### src/common/eval_params.svh
`ifndef EVAL_PARAMS_SVH
`define EVAL_PARAMS_SVH

// Board geometry.
`define PIECE_WIDTH     4
`define BOARD_SQUARES   64

// Result widths.
`define EVAL_WIDTH      16     // Signed score, positive for white.
`define MATERIAL_WIDTH  16

// Cycles from the board_valid cycle to the eval_valid cycle.
`define EVAL_LATENCY    7

// Piece values in centipawns.
`define VALUE_PAWN      100
`define VALUE_KNIGHT    320
`define VALUE_BISHOP    330
`define VALUE_ROOK      500
`define VALUE_QUEEN     900

`endif
### src/common/eval_pkg.sv
`include "eval_params.svh"

package eval_pkg;

   typedef enum logic [`PIECE_WIDTH-1:0] {
      EMPTY        = 4'd0,
      WHITE_PAWN   = 4'd1,
      WHITE_KNIGHT = 4'd2,
      WHITE_BISHOP = 4'd3,
      WHITE_ROOK   = 4'd4,
      WHITE_QUEEN  = 4'd5,
      WHITE_KING   = 4'd6,
      BLACK_PAWN   = 4'd9,
      BLACK_KNIGHT = 4'd10,
      BLACK_BISHOP = 4'd11,
      BLACK_ROOK   = 4'd12,
      BLACK_QUEEN  = 4'd13,
      BLACK_KING   = 4'd14
   } piece_e;                                      // Bit 3 marks black.

   typedef piece_e [`BOARD_SQUARES-1:0] board_t;   // Square is rank * 8 + file.

   typedef enum logic [1:0] {
      S_IDLE = 2'd0,
      S_BUSY = 2'd1,
      S_DONE = 2'd2
   } seq_state_e;

   typedef struct packed {
      logic signed [`EVAL_WIDTH-1:0] eval_mg;
      logic signed [`EVAL_WIDTH-1:0] eval_eg;
      logic [`MATERIAL_WIDTH-1:0]    material_white;
      logic [`MATERIAL_WIDTH-1:0]    material_black;
      logic                          insufficient_material;
   } eval_result_t;

   // Value of a piece regardless of colour; kings and unused codes are 0.
   function automatic logic [`MATERIAL_WIDTH-1:0] piece_value(input piece_e piece);
      case (piece_e'({1'b0, piece[2:0]}))
         WHITE_PAWN:   return `MATERIAL_WIDTH'(`VALUE_PAWN);
         WHITE_KNIGHT: return `MATERIAL_WIDTH'(`VALUE_KNIGHT);
         WHITE_BISHOP: return `MATERIAL_WIDTH'(`VALUE_BISHOP);
         WHITE_ROOK:   return `MATERIAL_WIDTH'(`VALUE_ROOK);
         WHITE_QUEEN:  return `MATERIAL_WIDTH'(`VALUE_QUEEN);
         default:      return '0;
      endcase
   endfunction

endpackage

### src/evaluate/material_tally.sv
`timescale 1ns/1ps
`include "eval_params.svh"

module material_tally import eval_pkg::*;
(
   input  logic                       clk,
   input  board_t                     board,
   output logic [`MATERIAL_WIDTH-1:0] material_white,
   output logic [`MATERIAL_WIDTH-1:0] material_black,
   output logic                       insufficient_material
);

   localparam int SIDE_W   = 0;
   localparam int SIDE_B   = 1;
   localparam int GROUPS_A = `BOARD_SQUARES / 4;
   localparam int GROUPS_B = GROUPS_A / 4;

   logic [`MATERIAL_WIDTH-1:0]       mat_t1 [2][`BOARD_SQUARES];
   logic [`MATERIAL_WIDTH-1:0]       mat_t2 [2][GROUPS_A];
   logic [`MATERIAL_WIDTH-1:0]       mat_t3 [2][GROUPS_B];
   logic [1:0][`MATERIAL_WIDTH-1:0]  mat_t4;
   logic [1:0][`MATERIAL_WIDTH-1:0]  mat_t5;
   logic [1:0][`MATERIAL_WIDTH-1:0]  mat_t6;
   logic [1:0][`MATERIAL_WIDTH-1:0]  mat_t7;
   logic [1:0]                       class_t1 [2][`BOARD_SQUARES];
   logic [7:0]                       class_acc [2];
   logic [7:0]                       class_sum_t2 [2];
   logic                             insuff_t3;
   logic [7:4]                       insuff_dly;

   // Heavy material and pawns count 3, minor pieces 1.
   function automatic logic [1:0] piece_class(input piece_e piece);
      case (piece_e'({1'b0, piece[2:0]}))
         WHITE_PAWN, WHITE_ROOK, WHITE_QUEEN: return 2'd3;
         WHITE_KNIGHT, WHITE_BISHOP:          return 2'd1;
         default:                             return 2'd0;
      endcase
   endfunction

   always_comb
   begin
      for (int s = 0; s < 2; s++)
      begin
         class_acc[s] = '0;
         for (int sq = 0; sq < `BOARD_SQUARES; sq++)
            class_acc[s] = class_acc[s] + 8'(class_t1[s][sq]);
      end
   end

   always_ff @(posedge clk)
   begin
      for (int sq = 0; sq < `BOARD_SQUARES; sq++)
      begin
         mat_t1[SIDE_W][sq]   <= board[sq][3] ? '0 : piece_value(board[sq]);
         mat_t1[SIDE_B][sq]   <= board[sq][3] ? piece_value(board[sq]) : '0;
         class_t1[SIDE_W][sq] <= board[sq][3] ? 2'd0 : piece_class(board[sq]);
         class_t1[SIDE_B][sq] <= board[sq][3] ? piece_class(board[sq]) : 2'd0;
      end

      for (int s = 0; s < 2; s++)
      begin
         for (int g = 0; g < GROUPS_A; g++)
            mat_t2[s][g] <= mat_t1[s][4*g]     + mat_t1[s][4*g + 1] +
                            mat_t1[s][4*g + 2] + mat_t1[s][4*g + 3];
         for (int g = 0; g < GROUPS_B; g++)
            mat_t3[s][g] <= mat_t2[s][4*g]     + mat_t2[s][4*g + 1] +
                            mat_t2[s][4*g + 2] + mat_t2[s][4*g + 3];
         mat_t4[s]       <= mat_t3[s][0] + mat_t3[s][1] + mat_t3[s][2] + mat_t3[s][3];
         class_sum_t2[s] <= class_acc[s];
      end
      mat_t5 <= mat_t4;
      mat_t6 <= mat_t5;
      mat_t7 <= mat_t6;

      // Bare king against at most one minor piece.
      insuff_t3  <= (class_sum_t2[SIDE_W] == 8'd0 && class_sum_t2[SIDE_B] <= 8'd1) ||
                    (class_sum_t2[SIDE_B] == 8'd0 && class_sum_t2[SIDE_W] <= 8'd1);
      insuff_dly <= {insuff_dly[6:4], insuff_t3};
   end

   assign material_white        = mat_t7[SIDE_W];
   assign material_black        = mat_t7[SIDE_B];
   assign insufficient_material = insuff_dly[7];

endmodule

### config.mk
export PLATFORM = sky130hd
export DESIGN_NAME = material_tally
export DESIGN_NICKNAME = d
export VERILOG_FILES = /design/src/common/eval_pkg.sv /design/src/evaluate/material_tally.sv
export VERILOG_INCLUDE_DIRS = /design/src /design/src/common
export SDC_FILE = /design/constraint.sdc
export NUM_CORES = 2
export LEC_CHECK = 0
export BUFFER_PORTS_ARGS = -buffer_cell sky130_fd_sc_hd__buf_2
export CAP_MARGIN = 20
export CORE_AREA = 2 2 654 461
export DETAILED_ROUTE_END_ITERATION = 7
export DIE_AREA = 0 0 656 463
export HOLD_SLACK_MARGIN = 0.02
export PLACE_DENSITY = 0.55
export SYNTH_ARGS = -nofsm -noshare
export SYNTH_HDL_FRONTEND = slang
export SYNTH_SLANG_ARGS = --single-unit
### constraint.sdc
create_clock -name clk -period 6.7 [get_ports clk]
set_input_delay 1.005 -clock clk [delete_from_list [all_inputs] [get_ports clk]]
set_output_delay 1.005 -clock clk [all_outputs]
set_load 0.05 [all_outputs]
After elaboration in Yosys (flattened, before gate mapping)
Memory sizes are Yosys's and may differ from the RTL's.
Cells that the tools add are included.
{ "totals": {"wordCells": 1106, "input_bits": 257, "ff_bits": 133, "output_inout_bits": 33, "ram_bits": 2960, "mem_count": 5} }
{ "memory_table": {"columns": ["name", "words", "word_bits", "rd", "rd_clocked_by_memory_dff", "write_ports", "line", "source"], "rows": [
  ["mat_t1", 2, 1024, 2, 0, 2, "material_tally.sv:18", "logic [`MATERIAL_WIDTH-1:0] mat_t1 [2][`BOARD_SQUARES];"],
  ["mat_t2", 2, 256, 2, 0, 2, "material_tally.sv:19", "logic [`MATERIAL_WIDTH-1:0] mat_t2 [2][GROUPS_A];"],
  ["class_t1", 2, 128, 2, 0, 2, "material_tally.sv:25", "logic [1:0] class_t1 [2][`BOARD_SQUARES];"],
  ["mat_t3", 2, 64, 2, 0, 2, "material_tally.sv:20", "logic [`MATERIAL_WIDTH-1:0] mat_t3 [2][GROUPS_B];"],
  ["class_sum_t2", 2, 8, 2, 0, 2, "material_tally.sv:27", "logic [7:0] class_sum_t2 [2];"]
]} }
{ "op_classes": {"reduce_logical": 133, "order_cmp": 2, "muxes": 384, "n_eq_ne": 320, "addsub": 252} }
{ "op_table": {"columns": ["op", "n"], "rows": [
  ["one-hot mux 10 bit (5 select lines)", 64],
  ["2-to-1 mux 16 bit", 128],
  ["adder 16 bit", 126],
  ["adder 8 x 2 -> 8 bit", 114],
  ["== test 3 x 2 -> 1 bit (second input constant)", 128],
  ["== test 3 bit (second input constant)", 128],
  ["2-to-1 mux 2 bit", 128],
  ["one-hot mux 2 bit (2 select lines)", 64],
  ["== test 3 x 1 -> 1 bit (second input constant)", 64],
  ["OR reduction 3 bit", 64],
  ["OR reduction 2 bit", 64],
  ["adder 7 x 2 -> 8 bit", 2],
  ["less-or-equal comparator 8 x 1 -> 1 bit (second input constant)", 2],
  ["zero test 8 bit", 2],
  ["adder 6 x 2 -> 7 bit", 2],
  ["adder 5 x 2 -> 6 bit", 2],
  ["adder 4 x 2 -> 5 bit", 2],
  ["adder 3 x 2 -> 4 bit", 2],
  ["adder 2 x 2 -> 3 bit", 2],
  ["logical AND 1 bit", 2],
  ["logical OR 1 bit", 1]
]} }

Depth between registers and ports, before layout
{ "depth": {"word_depth": 63, "depth_mapped": 24, "depth_no_buf": 24} }

Least setup slack after synthesis
OpenSTA, ideal clock, no wires.
{ "synth_timing": {"kind": "register to register", "startpoint": "mem class_t1[0][62] in the netlist's numbering", "endpoint": "mem class_sum_t2[0][7]", "required_time_ns": 6.628, "slack_ns": 0.174, "setup_ns": 0.072, "stages_incl_launch_ff": 23, "path_buffers": 0, "t_arrival_ns": 6.453, "period_less_slack_ns": 6.526, "path_cell_list": "dfxtp_1 inv_1 fa_1 inv_1 fa_1 inv_1 fa_1 inv_1 fa_1 fa_1 fa_1 fa_1 fa_1 inv_1 fa_1 inv_1 ha_1 fa_1 a21o_1 a21oi_1 o21bai_1 a21oi_1 xnor2_1"} }
{ "synth_lines": {"columns": ["item", "line"], "rows": [
  ["from (decl)", "material_tally.sv:25"],
  ["to (decl)", "material_tally.sv:27"]
]} }

==> flow_metrics.env <==
export IMPL_status="finished with violations"
export IMPL_violations="DRC"
export IMPL_portBuffers=287
export IMPL_critPathMostFrequentCell="fa_2"
export IMPL_nNetsFinal=10200
export IMPL_cts_buffers_inserted=197
export IMPL_rr_endpoint="class_sum_t2[0][7]$_DFF_P_"
export IMPL_fin_ws_ps=193
export IMPL_max_cap_viol_count=0
export IMPL_cpMaxStageDelayCell="fa_2"
export IMPL_synth_area_mux_share_pct=0.180
export IMPL_clkTransAtPathRegs_ps=70
export IMPL_vias_per_cell=4.53
export IMPL_avgSynthCellArea_um2=11.2
export IMPL_synthArstFlopShare_pct=0
export IMPL_power_mw=56.8
export IMPL_cp_data_required_time_ps=7520
export IMPL_start_util_pct=29.8
export IMPL_place_congestion=0.918
export IMPL_hpwl_um=226000
export IMPL_die_area_mm2=0.304
export IMPL_yosysMostFrequentCell="dfxtp_1"
export IMPL_grt_setup_unrepaired="yes"
export IMPL_io_pins=290
export IMPL_cpPeakStageDelay_ps=610
export IMPL_relSlewSlack_pct=23.4
export IMPL_synth_area_leaders="dfxtp_1, fa_1, ha_1"
export IMPL_max_clock_freq_mhz=154
export IMPL_crit_cells=22
export IMPL_cellPowerDensity_mw_per_mm2=559
export IMPL_synth_xor_area_share_pct=3.23
export IMPL_cts_tree="built"
export IMPL_cts_sinks=1877
export IMPL_synth_simple_gate_area_share_pct=12.7
export IMPL_insertion_delay_ps=920
export IMPL_worstMarginPinSlew_ps=1140
export IMPL_cp_arrival_ps=7330
export IMPL_fp_dieH_um=463
export IMPL_drc=26
export IMPL_routedWlPerCell_um=21.3
export IMPL_firstDrtPassIters=7
export IMPL_cts_root_buf="clkbuf_16"
export IMPL_synth_ff_type="dfxtp_1"
export IMPL_synth_common_cells="dfxtp_1, fa_1, nor2_1, inv_1, ha_1"
export IMPL_ys_seq_area_share_pct=42.3
export IMPL_synth_top_cell_area_share_pct=42.3
export IMPL_worstSetupEndpoint="class_sum_t2[0][7]$_DFF_P_"
export IMPL_min_path_type="reg2reg"
export IMPL_design_area_mm2=0.102
export IMPL_fill_cells=29700
export IMPL_antenna_found_initial=129
export IMPL_yosysWarnings=0
export IMPL_leakagePower_nw=45.5
export IMPL_synth_compound_area_share_pct=5.87
export IMPL_path_buf_inv=6
export IMPL_netlist_cell_type_count=70
export IMPL_grt_pass1_wl_um=392000
export IMPL_path_cells="fa_2, inv_2, fa_1, inv_2, fa_1, inv_1, fa_2, inv_2, fa_2, fa_2, fa_2, inv_2, fa_2, fa_1, inv_1, ha_2, fa_2, a21o_1, a21oi_2, o21bai_1, a21oi_1, xnor2_1"
export IMPL_period_share_pct=97.1
export IMPL_hold_viol_final=0
export IMPL_htree_levels=4
export IMPL_synth_fa_ha_area_share_pct=31.7
export IMPL_place_area_mm2=0.0948
export IMPL_yosysTopAreaCell="dfxtp_1"
export IMPL_r2r_cells=22
export IMPL_synth_top_family_by_area="adder cells"
export IMPL_irDropWorstVdd_mv=1.59
export IMPL_reg2reg_slack_ps=190
export IMPL_syn_inst=7960
export IMPL_utilization_pct=34.1
export IMPL_cp_startpoint="class_t1[0][46]$_SDFF_PP0_"
export IMPL_dp_slack_ps=-119
export IMPL_grt_max_degree=19
export IMPL_grt_pass1_vias=58400
export IMPL_setup_viol=0
export IMPL_layout_drive_gt1_share_pct=8.74
export IMPL_r2r_start="class_t1[0][46]$_SDFF_PP0_"
export IMPL_synth_edf_count=0
export IMPL_end_kind="flop"
export IMPL_cp_max_fo=2
export IMPL_ctsHoldBuffers=0
export IMPL_netlist_area_mm2=0.0888
export IMPL_synth_seq_cells=1877
export IMPL_path_class="reg2reg"
export IMPL_skew_ps=79.2
export IMPL_hold_start="mat_t5[13]$_DFF_P_"
export IMPL_dr_first_iter_drc_count=4303
export IMPL_rows=168
export IMPL_ant_nets=0
export IMPL_area_growth_pct=14.4
export IMPL_clk_path_buf_depth=4
export IMPL_fp_dieW_um=656
export IMPL_overflow=0
export IMPL_vias=56600
export IMPL_core_area_mm2=0.298
export IMPL_wl_um=267000
export IMPL_slew_viol_final=0
export IMPL_cp_start_kind="flop"
export IMPL_fin_hold_ws_ps=324
export IMPL_gr_usage_all_layers_pct=17.5
export IMPL_layout_min_cycle_time_ps=6510
export IMPL_cp_top_family="adder cells"
==> through the flow <==
stage / std cells / setup TNS, ps
5_1_grt: 12500 / -1.65
2_1_floorplan: 7961 / 0
6_report: 12500 / 0
3_3_place_gp: 12100 / -63.6
4_1_cts: 12500 / -25.3
3_5_place_dp: 12100 / -177
==> routing by layer <==
layer  global-route usage [%]  up-vias  wire length, um
li1                         -    26500                -
met1                     26.3    28000           131000
met2                     25.2     1612           110000
met3                     4.11      424            20100
met4                     3.53       54             6180
met5                        0        -              335
==> report_power, final <==
| group | leakage [nW] | switching [mW] | internal [mW] |
|---|---|---|---|
| clock | 3.21 | 4.80 | 6.49 |
| sequential | 15.5 | 1.18 | 13.2 |
| combinational | 26.8 | 18.1 | 13.0 |
| total | 45.5 | 24.1 | 32.7 |
==> cell type report <==
class / count / area (um^2) / share of cell area, %
antenna: 23 / 57.6 / 0.0567
clock buffer: 261 / 5540 / 5.46
clock inverter: 91 / 1060 / 1.04
inverter: 821 / 3080 / 3.03
multi-input combinational: 5146 / 47700 / 47.0
sequential: 1877 / 37600 / 37.0
tap: 3995 / 5000 / 4.92
timing repair buffer: 294 / 1490 / 1.47
==> cells by family after synthesis <==
logic type	Yosys count
buffers and inverters	938
AND/OR/NAND/NOR	2333
AO/OA/AOI/OAI	839
flip-flops	1877
other	1
XOR/XNOR	327
multiplexers	15
adder cells (fa/ha/maj)	1630
==> worst min-delay path by stage <==
stage / end / depth (start not counted) / slack (ps)
2_1_floorplan: insuff_dly[4]$_DFF_P_ / 0 / 310
3_3_place_gp: mat_t5[3]$_DFF_P_ / 0 / 310
3_5_place_dp: material_white[9]$_DFF_P_ / 0 / 310
4_1_cts: mat_t1[0][644]$_SDFF_PP0_ / 2 / 290
5_1_grt: mat_t1[0][1668]$_SDFF_PN0_ / 2 / 310
6_report: mat_t6[13]$_DFF_P_ / 0 / 320
==> flip-flops by register name (all words and copies together), names as in the netlist <==
register / count
mat_t1: 1024
mat_t2: 352
class_t1: 256
mat_t3: 104
mat_t4: 30
mat_t5: 30
mat_t6: 30
class_sum_t2: 16
material_black: 15
material_white: 15
insuff_dly: 4
insuff_t3: 1
==> cell usage in the layout (no fill, tap or decap), types with 84 or more instances in the layout <==
| cell | netlist | routed |
|---|---|---|
| nand2_1 | 236 | 236 |
| fa_1 | 1032 | 1011 |
| buf_2 | 0 | 287 |
| nor2_1 | 937 | 937 |
| nand3_1 | 84 | 84 |
| inv_1 | 821 | 800 |
| dfxtp_1 | 1877 | 1869 |
| a21oi_1 | 288 | 285 |
| o21ai_0 | 210 | 210 |
| and2_1 | 124 | 124 |
| nor2b_1 | 305 | 305 |
| ha_1 | 598 | 597 |
| clkbuf_16 | 0 | 197 |
| nor3_1 | 351 | 349 |
| xnor2_1 | 288 | 288 |
==> repair_timing <==
| item | CTS | global route |
|---|---|---|
| pin swaps | 5 | 67 |
| resized for setup | 9 | 45 |
| endpoints found under the hold margin | 0 | 0 |
| setup buffers | 0 | 1 |
| endpoints found under the setup margin | 2 | 4 |
(Power assumes the default switching activity.)
