==> src/common/eval_params.svh <==
`ifndef EVAL_PARAMS_SVH
`define EVAL_PARAMS_SVH

// Board geometry.
`define PIECE_WIDTH     4
`define BOARD_SQUARES   64

// Result widths.
`define EVAL_WIDTH      16     // Signed score, positive for white.
`define MATERIAL_WIDTH  16

// Cycles from the board_valid cycle to the eval_valid cycle.
`define EVAL_LATENCY    7

// Piece values in centipawns.
`define VALUE_PAWN      100
`define VALUE_KNIGHT    320
`define VALUE_BISHOP    330
`define VALUE_ROOK      500
`define VALUE_QUEEN     900

`endif
==> src/logic/latency_counter.sv <==
`timescale 1ns/1ps
`include "eval_params.svh"

module latency_counter
(
   input  logic clk,
   input  logic rst_n,
   input  logic load,
   output logic expired
);

   localparam int               CNT_W      = $clog2(`EVAL_LATENCY);
   localparam logic [CNT_W-1:0] LOAD_VALUE = CNT_W'(`EVAL_LATENCY - 1);

   logic [CNT_W-1:0] count;   // Cycles left until the result cycle.

   always_ff @(posedge clk)
   begin
      if (!rst_n)
         count <= '0;
      else if (load)
         count <= LOAD_VALUE;
      else if (count != '0)
         count <= count - 1'b1;   // Holds at zero.
   end

   // Last busy cycle; the result lands on the next one.
   assign expired = (count == CNT_W'(1));

   // Without a load the count only moves down.
   a_count_bounded: assert property (@(posedge clk) disable iff (!rst_n)
      !load |=> (count <= $past(count)) && (count <= LOAD_VALUE))
      else $error("latency_counter: count rose above its loaded value");

endmodule

==> config.mk <==
export PLATFORM = sky130hd
export DESIGN_NAME = latency_counter
export DESIGN_NICKNAME = d
export VERILOG_FILES = /design/src/logic/latency_counter.sv
export VERILOG_INCLUDE_DIRS = /design/src /design/src/common
export SDC_FILE = /design/constraint.sdc
export NUM_CORES = 1
export LEC_CHECK = 0
export BUFFER_PORTS_ARGS = -buffer_cell sky130_fd_sc_hd__buf_2
export CORE_AREA = 3 3 40 42
export CTS_CLUSTER_DIAMETER = 100
export DETAILED_ROUTE_END_ITERATION = 12
export DIE_AREA = 0 0 43 45
export PLACE_DENSITY = 0.36
export SETUP_SLACK_MARGIN = 0.5
export SLEW_MARGIN = 20
export SYNTH_ARGS = -nofsm -noshare
export SYNTH_HDL_FRONTEND = slang
export SYNTH_SLANG_ARGS = --single-unit
==> constraint.sdc <==
create_clock -name clk -period 2 [get_ports clk]
set_clock_uncertainty 0.05 [all_clocks]
set_input_delay 0.4 -clock clk [delete_from_list [all_inputs] [get_ports clk]]
set_output_delay 0.4 -clock clk [all_outputs]
set_load 0.03 [all_outputs]
* After elaboration in Yosys (flattened, before gate mapping)
Cells that the tools add are included.
Storage, ports and cells: output and inout bits 1, input port bits 3, bits in registers 3
Operators by class: bitwise logic cells 1, muxes and demuxes 2, reduce and logical (&&, ||, !) cells 3, equality and inequality tests 1, add/sub/neg operators 1
Operators by type and width (count):
- two-way mux 3 bit | 2
- equality test 3 x 1 -> 1 bit (second input constant) | 1
- nonzero test 3 bit | 1
- subtractor 3 x 1 -> 3 bit (second input constant) | 1
- nonzero test 2 bit | 1
- OR reduction 2 bit | 1
- NOT 1 bit | 1

* Logic depth before layout (Yosys ltp)
Gate-level depths: netlist of the first run.
depth after elaboration 3, mapped depth 5, mapped depth without buffers 5

* Worst setup path after synthesis of the first run
OpenSTA, ideal clock, no wires.
path type reg2out, from reg count[0], to out expired, data arrival time 1.120 ns, cell stages (with the launch flop) 2, setup slack 0.430 ns, required time 1.550 ns, cells stage by stage dfxtp_1 > nor3b_1
On the way: cells in the longest elaborated chain, start to end 1
RTL lines:
- from (decl) | RTL line latency_counter.sv:15 | logic [CNT_W-1:0] count;
- from (signal assigned) | RTL line latency_counter.sv:24 | count <= count - 1'b1;
- equality test 3 x 1 -> 1 bit | RTL line latency_counter.sv:28 | assign expired = (count == CNT_W'(1));
- to (decl) | RTL line latency_counter.sv:9 | output logic expired
Every way passes these cells.

* Worst setup path in the final report of the first run
Same ends and word-level chain as after synthesis.

==> results of run 1 <==
[logic make-up (layout without fill, tap and decap cells)]
family | Yosys count | in the layout | synth area share (%)
AO/OA/AOI/OAI | 3 | 3 | 14.0
adder cells (fa/ha/maj) | 2 | 2 | 14.7
multiplexers | 1 | 1 | 8.82
flip-flops | 3 | 3 | 35.3
XOR/XNOR | 1 | 1 | 5.15
AND/OR/NAND/NOR | 4 | 4 | 17.6
buffers and inverters | 2 | 11 | 4.41
[per-stage QoR]
stage	hold slack, ns	cell area, um^2
2_1_floorplan	0.426	178
3_3_place_gp	0.551	211
3_5_place_dp	0.544	211
4_1_cts	0.308	264
5_1_grt	0.317	273
6_report	0.318	273
[worst max-delay path: cells and delay by family, from the launching register on]
family	cells	cell delay, ns
flip-flops	1	0.36
buffers and inverters	1	0.21
AND/OR/NAND/NOR	1	0.17
[Yosys cell counts]
cell type  number  area [um^2]
dfxtp_1         3         60.1
ha_1            2         25.0
xor2_1          1         8.76
o21a_1          2         15.0
inv_1           2         7.51
or2_2           1         6.26
nor4b_1         1         8.76
nor3b_1         2         15.0
o31a_1          1         8.76
mux2_4          1         15.0
[layer usage]
layer	routed length, um	vias to the layer above	GRT usage, %
li1	-	72	-
met1	161	63	3.36
met2	144	4	3.59
met3	25	0	1.59
met4	0	0	7.23
met5	0	-	0
[repair_timing]
action | CTS | global route
pin swaps | 1 | 0
hold buffers | 0 | 0
buffers inserted | 2 | 0
gates cloned | 0 | 0
setup endpoints to repair | 1 | 2
resized for setup | 3 | 2
[how the worst max path moves through the flow]
stage,start,endpoint,slack [ns]
2_1_floorplan,count[0],count[2],0.51
3_3_place_gp,count[0],count[2],0.45
3_5_place_dp,count[0],count[2],0.44
4_1_cts,count[0],count[2],0.52
5_1_grt,count[1],count[1],0.51
6_report,count[0],expired,0.58
[cell type report]
| class | instances | area [um^2] | area share (%) |
|---|---|---|---|
| Clock buffer | 4 | 26.3 | 9.63 |
| Inverter | 2 | 7.51 | 2.75 |
| Multi-Input combinational cell | 11 | 129 | 47.2 |
| Sequential cell | 3 | 61.3 | 22.5 |
| Tap cell | 15 | 18.8 | 6.88 |
| Timing Repair Buffer | 5 | 30.0 | 11.0 |
[power by group through the flow]
stage | sequential, mW | clock [mW] | combinational (mW)
3_5_place_dp | 0.0732 | 0 | 0.0361
6_report | 0.0736 | 0.105 | 0.0521
5_1_grt | 0.0747 | 0.111 | 0.0570
2_1_floorplan | 0.0717 | 0 | 0.0292
3_3_place_gp | 0.0729 | 0 | 0.0368
4_1_cts | 0.0727 | 0.111 | 0.0498
[layout by cell type (no fill, tap or decap), drive strengths merged]
cell type | synthesis | layout
buf | 0 | 5
o31a | 1 | 1
dfxtp | 3 | 3
ha | 2 | 2
nor4b | 1 | 1
mux2 | 1 | 1
xor2 | 1 | 1
o21a | 2 | 2
inv | 2 | 2
clkbuf | 0 | 4
or2 | 1 | 1
nor3b | 2 | 2
==> summary.md, run 1 <==
| Metric | Value |
|---|---|
| Status | `completed` |
| Setup violations, final | `0` |
| Sw Ratio | `roughly a quarter` |
| PnR worst setup slack | `just under 0.6 ns` |
| Std-Cell Rows | `13` |
| Sequential power share | `approximately 32%` |
| IO Port Bufs | `3` |
| Final Non-Filler Cells | `40` |
| Post-synthesis sequential area ratio | `about a third` |
| Via density | `3.48` |
| RSZ-0062 raised after global routing | `no` |
| Fin crit period | `1.42 ns` |
| Synth Instances | `16` |
| Crit-path max cell delay | `0.36 ns` |
| Power Dens Cells | `between 800 and 900 nW/um^2` |
| Slew headroom | `between 80% and 90%` |
| Max reg flops | `3` |
| Worst Hold End | `count[0]` |
| R2r setup slk | `a little under 0.6 ns` |
| DP Worst Slack | `0.443 ns` |
| Overflow after GRT | `0` |
| Vias in the first global route | `roughly 130` |
| Maximum Capacitance Violations | `0` |
| Total die area | `1940 um^2` |
| Layout cell share with drive strength beyond 1 | `60.0%` |
| Clk pwr share | `45.4%` |
| Fraction of power consumed by combinational cells | `between 20 and 25%` |
| Leak | `between 0.1 and 0.15 nW` |
| Initial antenna violation count | `0` |
| Width of the die | `approximately 43 um` |
| Worst Hold Path Cells | `2` |
| Syn_nets | `21` |
| Detailed Routing Iterations Pass 1 | `1` |
| Cell area after synthesis | `170 um^2` |
| Final hold violation count | `0` |
| Worst Path Arrival | `between 0.9 and 1 ns` |
| Max rail drop VDD | `0.000272 V` |
| Clock Tree Buf Depth | `2` |
| Biggest registers after layout | `count x3` |
| Reg2reg start | `count[0]` |
| Total design power | `about 0.23 mW` |
| CTS Buf Count | `3` |
| Starting Density | `a little over an eighth` |
| RR Endpoint | `count[2]` |
| Average wire per standard cell | `roughly 8.3 um` |
| Mean Syn Cell Area | `around 11 um^2` |
| Overall Global Routing Usage | `3.49%` |
| # clock sinks | `3` |
| Net switching power | `approximately 0.058 mW` |
| Slowest-stage cell, CP | `dfxtp_2` |
| Fill cell count | `~140` |
| Placed cells | `34` |
| FF-to-FF path depth | `5` |
| Final slew viol count | `0` |
| HP Class | `in -> reg` |
| DRC | `0` |
| Most flops, register | `count` |
| Req. time, crit path | `between 1.5 and 2 ns` |
| Worst Setup Start Kind | `flop` |
| Core Region | `between 1000 and 1500 um^2` |
| DP Wirelength | `between 200 and 250 um` |
| Flops & latches, synth | `3` |
| Largest net degree at the start of global routing | `6` |
| Root Buffer | `clkbuf_4` |
| Peak Freq | `between 0.7 and 0.8 GHz` |
| Die Y | `between 40 and 50 um` |
| Crit. End Element | `primary output` |
| Total number of vias | `~140` |
| Gpl congestion | `slightly below 0.6` |
| Critical path peak fanout | `5` |
| CTS tree | `done` |
| Clock Latency Late Sink | `between 0.2 and 0.25 ns` |
| Layout area overhead | `60.3%` |
| Final Net Count | `31` |
| Clock transition at path regs | `0.04 ns` |
| # IOs | `4` |
| Warnings from Yosys | `0` |
| Routed wire length | `331 um` |
| Period utilisation layout | `71.1%` |
| Int Pwr | `~0.17 mW` |
| ANT cells | `0` |
| First-pass GRT wire length | `roughly 420 um` |
| H-tree depth | `1` |
| Final core occ | `around a fifth` |
| Least-Margin Pin Slew | `between 0.15 and 0.2 ns` |
| CP Cell Sequence | `nor3b_2, buf_2` |
| ANT nets after route | `0` |
| Hold_sp | `load` |
| Netlist cell types | `10` |
| Initial DRC Count | `0` |
| Setup TNS | `0 ns` |
| Critical path class | `reg -> out` |
(Power assumes the default switching activity.)
==> inputs of run 2 (changes only) <==
clock period = 1.2 ns   (was 2 ns; I/O delays follow)
==> run 2 against run 1 <==
Net effect: the run now ends with setup timing left; non-clock buffer count rose by 2; final cell count increased by 5.0%; hold slack got worse by 0.17 ns; register-to-register slack lost 0.76 ns; highest routed layer unchanged; global-route usage increased by 1.3 points; largest cell class unchanged; wire length rose by 5.1%; sequential share of layout area fell by 1.1 points; die area is the same.
==> summary.md, run 2 (synthesis results as in run 1) <==
| Metric | Value |
|---|---|
| Most frequent cells in the layout | `3 x clkbuf_4, 3 x buf_4` |
| PnR worst setup slack | `-0.167 ns (-0.745 ns)` |
| Final slew viol count | `0 (unchanged)` |
| ANT cells | `0 (unchanged)` |
| First-pass GRT wire length | `579 um (+38%)` |
| Leak | `0.130 nW (+8.7%)` |
| DRC | `0 (unchanged)` |
| Vias in the first global route | `137 (+4.6%)` |
| Most flops, register | `count` |
| DP Worst Slack | `-0.173 ns (-0.616 ns)` |
| Via density | `3.55 (+2.1%)` |
| Crit path buf inv count | `1 (unchanged)` |
| Layout cell share with drive strength beyond 1 | `63.0% (+3.0 points)` |
| Setup violations, final | `4 (+4)` |
| Critical path class | `reg -> reg` |
| DP Wirelength | `274 um (+33%)` |
| CTS Buf Count | `3 (unchanged)` |
| HP Class | `in -> reg` |
| Critical path peak fanout | `3 (-2)` |
| Critical path depth | `5 (+3)` |
| Average wire per standard cell | `8.29 um (+0.13%)` |
| Final core occ | `22.8% (+1.6 points)` |
| # IOs | `4 (unchanged)` |
| Crit. End Element | `flop` |
| Status | `complete, but fails checks` |
| Clock transition at path regs | `0.03 ns (about the same)` |
| Largest net degree at the start of global routing | `5 (-1)` |
| R2r setup slk | `-0.17 ns (-0.76 ns)` |
| Int Pwr | `0.296 mW (+72%)` |
| IO Port Bufs | `3 (unchanged)` |
| Slew headroom | `82.3% (-4.4 points)` |
| Overall Global Routing Usage | `4.82% (+1.3 points)` |
| CP Cell Sequence | `or2_4, inv_2, ha_4, mux2_4, o21a_1` |
| Clk pwr share | `44.6% (-0.8 points)` |
| Crit-path max cell delay | `0.30 ns (-0.06 ns)` |
| CP delay by family, top | `flip-flops` |
| Net switching power | `0.0987 mW (+69%)` |
| Root Buffer | `clkbuf_4` |
| Std-Cell Rows | `13 (unchanged)` |
| Period utilisation layout | `114%` |
| Power Dens Cells | `1350 nW/um^2 (+59%)` |
| RR Endpoint | `count[2]` |
| Sw Ratio | `25.0% (-0.31 points)` |
| Sequential power share | `29.4% (-2.6 points)` |
| Starting Density | `13.2% (unchanged)` |
| Worst Path Arrival | `1.44 ns (+0.47 ns)` |
| # hold bufs at CTS | `0 (unchanged)` |
| Fin crit period | `~1.4 ns` |
| Fraction of power consumed by combinational cells | `26.0% (+3.4 points)` |
| ANT nets after route | `0 (unchanged)` |
| Die Y | `45 um (unchanged)` |
| Layout area overhead | `72.1%` |
| CTS tree | `done` |
| Total number of vias | `149 (+7.2%)` |
| RSZ-0062 raised after global routing | `yes` |
| Clock Tree Buf Depth | `2 (unchanged)` |
| Biggest registers after layout | `count x3` |
| Routed wire length | `348 um (+5.1%)` |
| Req. time, crit path | `1.28 ns (-0.27 ns)` |
| Failing checks | `setup timing` |
| Clock Latency Late Sink | `0.24 ns (about the same)` |
| Reg2reg start | `count[1]` |
| H-tree depth | `1 (unchanged)` |
| Max rail drop VDD | `0.000686 V (+150%)` |
| Final hold violation count | `0 (unchanged)` |
| # clock sinks | `3 (unchanged)` |
| Placed instance area | `256 um^2 (+21%)` |
| Overflow after GRT | `0 (unchanged)` |
| Initial antenna violation count | `0 (unchanged)` |
| Final Net Count | `33 (+6.5%)` |
| Max reg flops | `3 (unchanged)` |
| Gpl congestion | `0.716 (+20%)` |
| Core Region | `1280 um^2 (unchanged)` |
| Worst Setup Start Kind | `flop` |
| Initial DRC Count | `4 (+4)` |
| Slowest-stage cell, CP | `dfxtp_2` |
| Worst Hold Path Cells | `2 (unchanged)` |
| Maximum Capacitance Violations | `0 (unchanged)` |
| Width of the die | `43 um (unchanged)` |
| Hold_sp | `load` |
| Peak Freq | `0.732 GHz` |
| Detailed Routing Iterations Pass 1 | `4 (+3)` |
| Worst Hold End | `count[0]` |
| Post-CTS Setup Repair Bufs | `0 (-2)` |
| Hold WS | `0.149 ns (-0.170 ns)` |
| Fin area | `293 um^2 (+7.3%)` |
| FF-to-FF path depth | `5 (unchanged)` |
| Least-Margin Pin Slew | `0.261 ns (+0.0627 ns)` |
| Total die area | `1940 um^2 (unchanged)` |
[run 2: cell types whose count changed in the layout (fill, tap and decap cells not counted)]
cell | previous run | this run
buf_2 | 3 | 2
dfxtp_1 | 2 | 1
nor4b_1 | 0 | 1
buf_4 | 2 | 3
buf_6 | 0 | 2
dfxtp_2 | 1 | 2
nor4b_2 | 1 | 0
[run 2: worst max-delay path by stage]
| stage | to | start |
|---|---|---|
| 2_1_floorplan | count[2] | count[1] |
| 3_3_place_gp | count[2] | count[1] |
| 3_5_place_dp | count[2] | count[1] |
| 4_1_cts | count[2] | count[1] |
| 5_1_grt | count[2] | count[1] |
| 6_report | count[2] | count[1] |
[run 2: metal layers]
metal / routed length (um) / GRT usage (%) / share of wire (%) / up-vias
li1: - / - / - / 77
met1: 173 / 5.04 / 50 / 67
met2: 143 / 4.79 / 41 / 5
met3: 31 / 5.98 / 8.9 / 0
met4: 0 / 3.61 / 0 / 0
met5: 0 / 0 / 0 / -
[run 2: power groups by stage]
| stage | clock (mW) | combinational (mW) | sequential (mW) |
|---|---|---|---|
| 2_1_floorplan | 0 | 0.0595 | 0.121 |
| 5_1_grt | 0.198 | 0.113 | 0.117 |
| 6_report | 0.176 | 0.103 | 0.116 |
| 3_3_place_gp | 0 | 0.0991 | 0.116 |
| 4_1_cts | 0.184 | 0.103 | 0.115 |
| 3_5_place_dp | 0 | 0.0993 | 0.116 |
[run 2: metrics by stage]
stage	TNS (ns)	cells	power, mW
3_3_place_gp	-0.328	38	0.216
2_1_floorplan	-0.220	16	0.181
3_5_place_dp	-0.325	38	0.215
4_1_cts	-0.413	42	0.402
5_1_grt	-0.606	42	0.428
6_report	-0.385	42	0.394
[run 2: final cells by class]
class                      count  area, um^2
clock buffer                   4        26.3
fill                         140         992
inverter                       2        7.51
multi-input combinational     11         123
sequential                     3        62.6
tap                           15        18.8
timing repair buffer           7        55.1
[run 2: repair_timing]
item | CTS | global route
endpoints found under the setup margin | 4 | 4
cloned | 0 | 0
pin swaps | 3 | 0
gates resized for setup | 2 | 1
[run 2: worst reg2reg max path: cells and delay by family, from the launching register on]
kind,cells,cell delay (ns)
compound gates,1,0.16
fa+ha+maj,1,0.13
buf+inv,1,0.06
flops,1,0.30
mux,1,0.29
simple gates,1,0.25
==> inputs of run 3 (changes only) <==
clock period = 1.4 ns   (was 1.2 ns; I/O delays follow)
==> run 3 against run 2 <==
Net effect: the run now ends clean; hold slack improved by 0.049 ns; largest power group unchanged; register-to-register slack improved by 0.19 ns; worst setup slack improved by 0.19 ns; global-route usage rose by 0.25 points; largest cell class unchanged.
==> summary.md, run 3 (synthesis results as in run 1) <==
| Metric | Value |
|---|---|
| Die Y | `45 um (unchanged)` |
| GRT busiest layer | `met4` |
| Total design power | `0.334 mW (-15%)` |
| Clock Tree Buf Depth | `2 (unchanged)` |
| First-pass GRT wire length | `621 um (+7.3%)` |
| Largest net degree at the start of global routing | `5 (unchanged)` |
| H-tree depth | `1 (unchanged)` |
| Root Buffer | `clkbuf_4` |
| Setup violations, final | `0 (-4)` |
| Final core occ | `22.7% (-0.097 points)` |
| CTS tree | `done` |
| Max reg flops | `3 (unchanged)` |
| Overflow after GRT | `0 (unchanged)` |
| M1 GR Usage | `4.56% (-0.48 points)` |
| Final Net Count | `33 (unchanged)` |
| ANT nets after route | `0 (unchanged)` |
| RR Endpoint | `count[2]` |
| Power Dens Cells | `1140 nW/um^2 (-15%)` |
| Starting Density | `13.2% (unchanged)` |
| Peak Freq | `0.728 GHz (-0.49%)` |
| GRT met3 Usage | `2.39% (-3.6 points)` |
| # IOs | `4 (unchanged)` |
| Detailed Routing Iterations Pass 1 | `1 (-3)` |
| Clock Latency Late Sink | `0.23 ns (about the same)` |
| DP Wirelength | `284 um (+3.7%)` |
| Least-Margin Pin Slew | `0.214 ns (-0.0478 ns)` |
| Final hold violation count | `0 (unchanged)` |
| R2r setup slk | `0.03 ns (+0.19 ns)` |
| Most frequent cells in the layout | `5 x buf_4, 3 x clkbuf_4, 2 x o21a_1, 2 x dfxtp_2, 2 x buf_2` |
| DRC | `0 (unchanged)` |
| Post-CTS Setup Repair Bufs | `0 (unchanged)` |
| Overall Global Routing Usage | `5.07% (+0.25 points)` |
| Biggest registers after layout | `count x3` |
| Clock transition at path regs | `0.04 ns (about the same)` |
| Reg2reg start | `count[1]` |
| Most common cell after layout, fill and taps aside | `buf_4` |
| # clock sinks | `3 (unchanged)` |
| Req. time, crit path | `1.47 ns (+0.19 ns)` |
| Initial antenna violation count | `0 (unchanged)` |
| Worst Setup Start Kind | `flop` |
| Status | `completed` |
| Average wire per standard cell | `8.12 um (-2.0%)` |
| Final slew viol count | `0 (unchanged)` |
| Fin crit period | `1.37 ns (+0.00675 ns)` |
| Layout cell share with drive strength beyond 1 | `66.7% (+3.7 points)` |
| Via density | `3.52 (-0.67%)` |
| Leak | `0.130 nW (-0.32%)` |
| CTS Buf Count | `3 (unchanged)` |
| Critical path class | `reg -> reg` |
| Hold_sp | `load` |
| Most flops, register | `count` |
| Layout area overhead | `71.3%` |
| # hold bufs at CTS | `0 (unchanged)` |
| Setup TNS | `0 ns (+0.385 ns)` |
| Total die area | `1940 um^2 (unchanged)` |
| Core Region | `1280 um^2 (unchanged)` |
| Worst Hold Path Cells | `2 (unchanged)` |
| Worst Hold End | `count[0]` |
| Crit. End Element | `flop` |
| Maximum Capacitance Violations | `0 (unchanged)` |
| Gpl congestion | `0.711 (-0.67%)` |
| Total number of vias | `148 (-0.67%)` |
| Vias in the first global route | `159 (+16%)` |
| RSZ-0062 raised after global routing | `yes` |
| Std-Cell Rows | `13 (unchanged)` |
| Critical path peak fanout | `3 (unchanged)` |
| Initial DRC Count | `0 (-4)` |
| Routing usage on met2 | `6.29% (+1.5 points)` |
| ANT cells | `0 (unchanged)` |
| Worst Path Arrival | `1.44 ns (about the same)` |
| IO Port Bufs | `3 (unchanged)` |
| Slew headroom | `85.7% (+3.4 points)` |
| Routed wire length | `341 um (-2.0%)` |
| HP Class | `in -> reg` |
| Period utilisation layout | `98.1% (-16 points)` |
| FF-to-FF path depth | `5 (unchanged)` |
| Max rail drop VDD | `0.000445 V (-35%)` |
| Width of the die | `43 um (unchanged)` |
-- run 3: worst max path at each step --
stage,slack [ns],endpoint,from
3_5_place_dp,0.02,count[2],count[1]
6_report,0.03,count[2],count[1]
2_1_floorplan,0.02,count[2],count[1]
3_3_place_gp,0.02,count[2],count[1]
4_1_cts,0.03,count[2],count[0]
5_1_grt,0.009,count[2],count[1]
-- run 3: critical path, stage by stage, from the launching register on --
cell and delay [ns]:
dfxtp_2 0.31, or2_4 0.25, inv_2 0.06, ha_4 0.13, mux2_4 0.30, o21a_1 0.16
-- run 3: where the power goes --
group | internal, mW | total [mW] | switching (mW) | leakage (nW)
logic | 0.0497 | 0.0875 | 0.0378 | 0.0890
clock network | 0.106 | 0.147 | 0.0403 | 0.0150
registers | 0.0949 | 0.0994 | 0.00442 | 0.0256
-- run 3: repair_timing --
action                                  in CTS  in global routing
endpoints found under the setup margin       4                  4
pin swaps                                    3                  1
resized for setup                            2                  0
-- run 3: metrics by stage --
stage                     setup slack [ns]  instances  area [um^2]  hold WS, ns
after global routing               0.00917         42          292        0.178
after CTS                           0.0271         42          292        0.185
after floorplan                     0.0244         16          193        0.299
final                               0.0264         42          292        0.197
after global placement              0.0219         38          256        0.422
after detailed placement            0.0229         38          256        0.429
-- run 3: layer usage --
layer / vias up / part of all wire (%)
li1: 78 / -
met3: 2 / 5.0
met1: 66 / 47
met5: - / 0
met2: 2 / 46
met4: 0 / 2.1
-- run 3: area by class of cell --
class | count | area [um^2]
clock buffer | 4 | 26.3
fill | 140 | 993
inverter | 2 | 7.51
multi-input combinational | 11 | 129
sequential | 3 | 62.6
tap | 15 | 18.8
timing repair buffer | 7 | 47.5
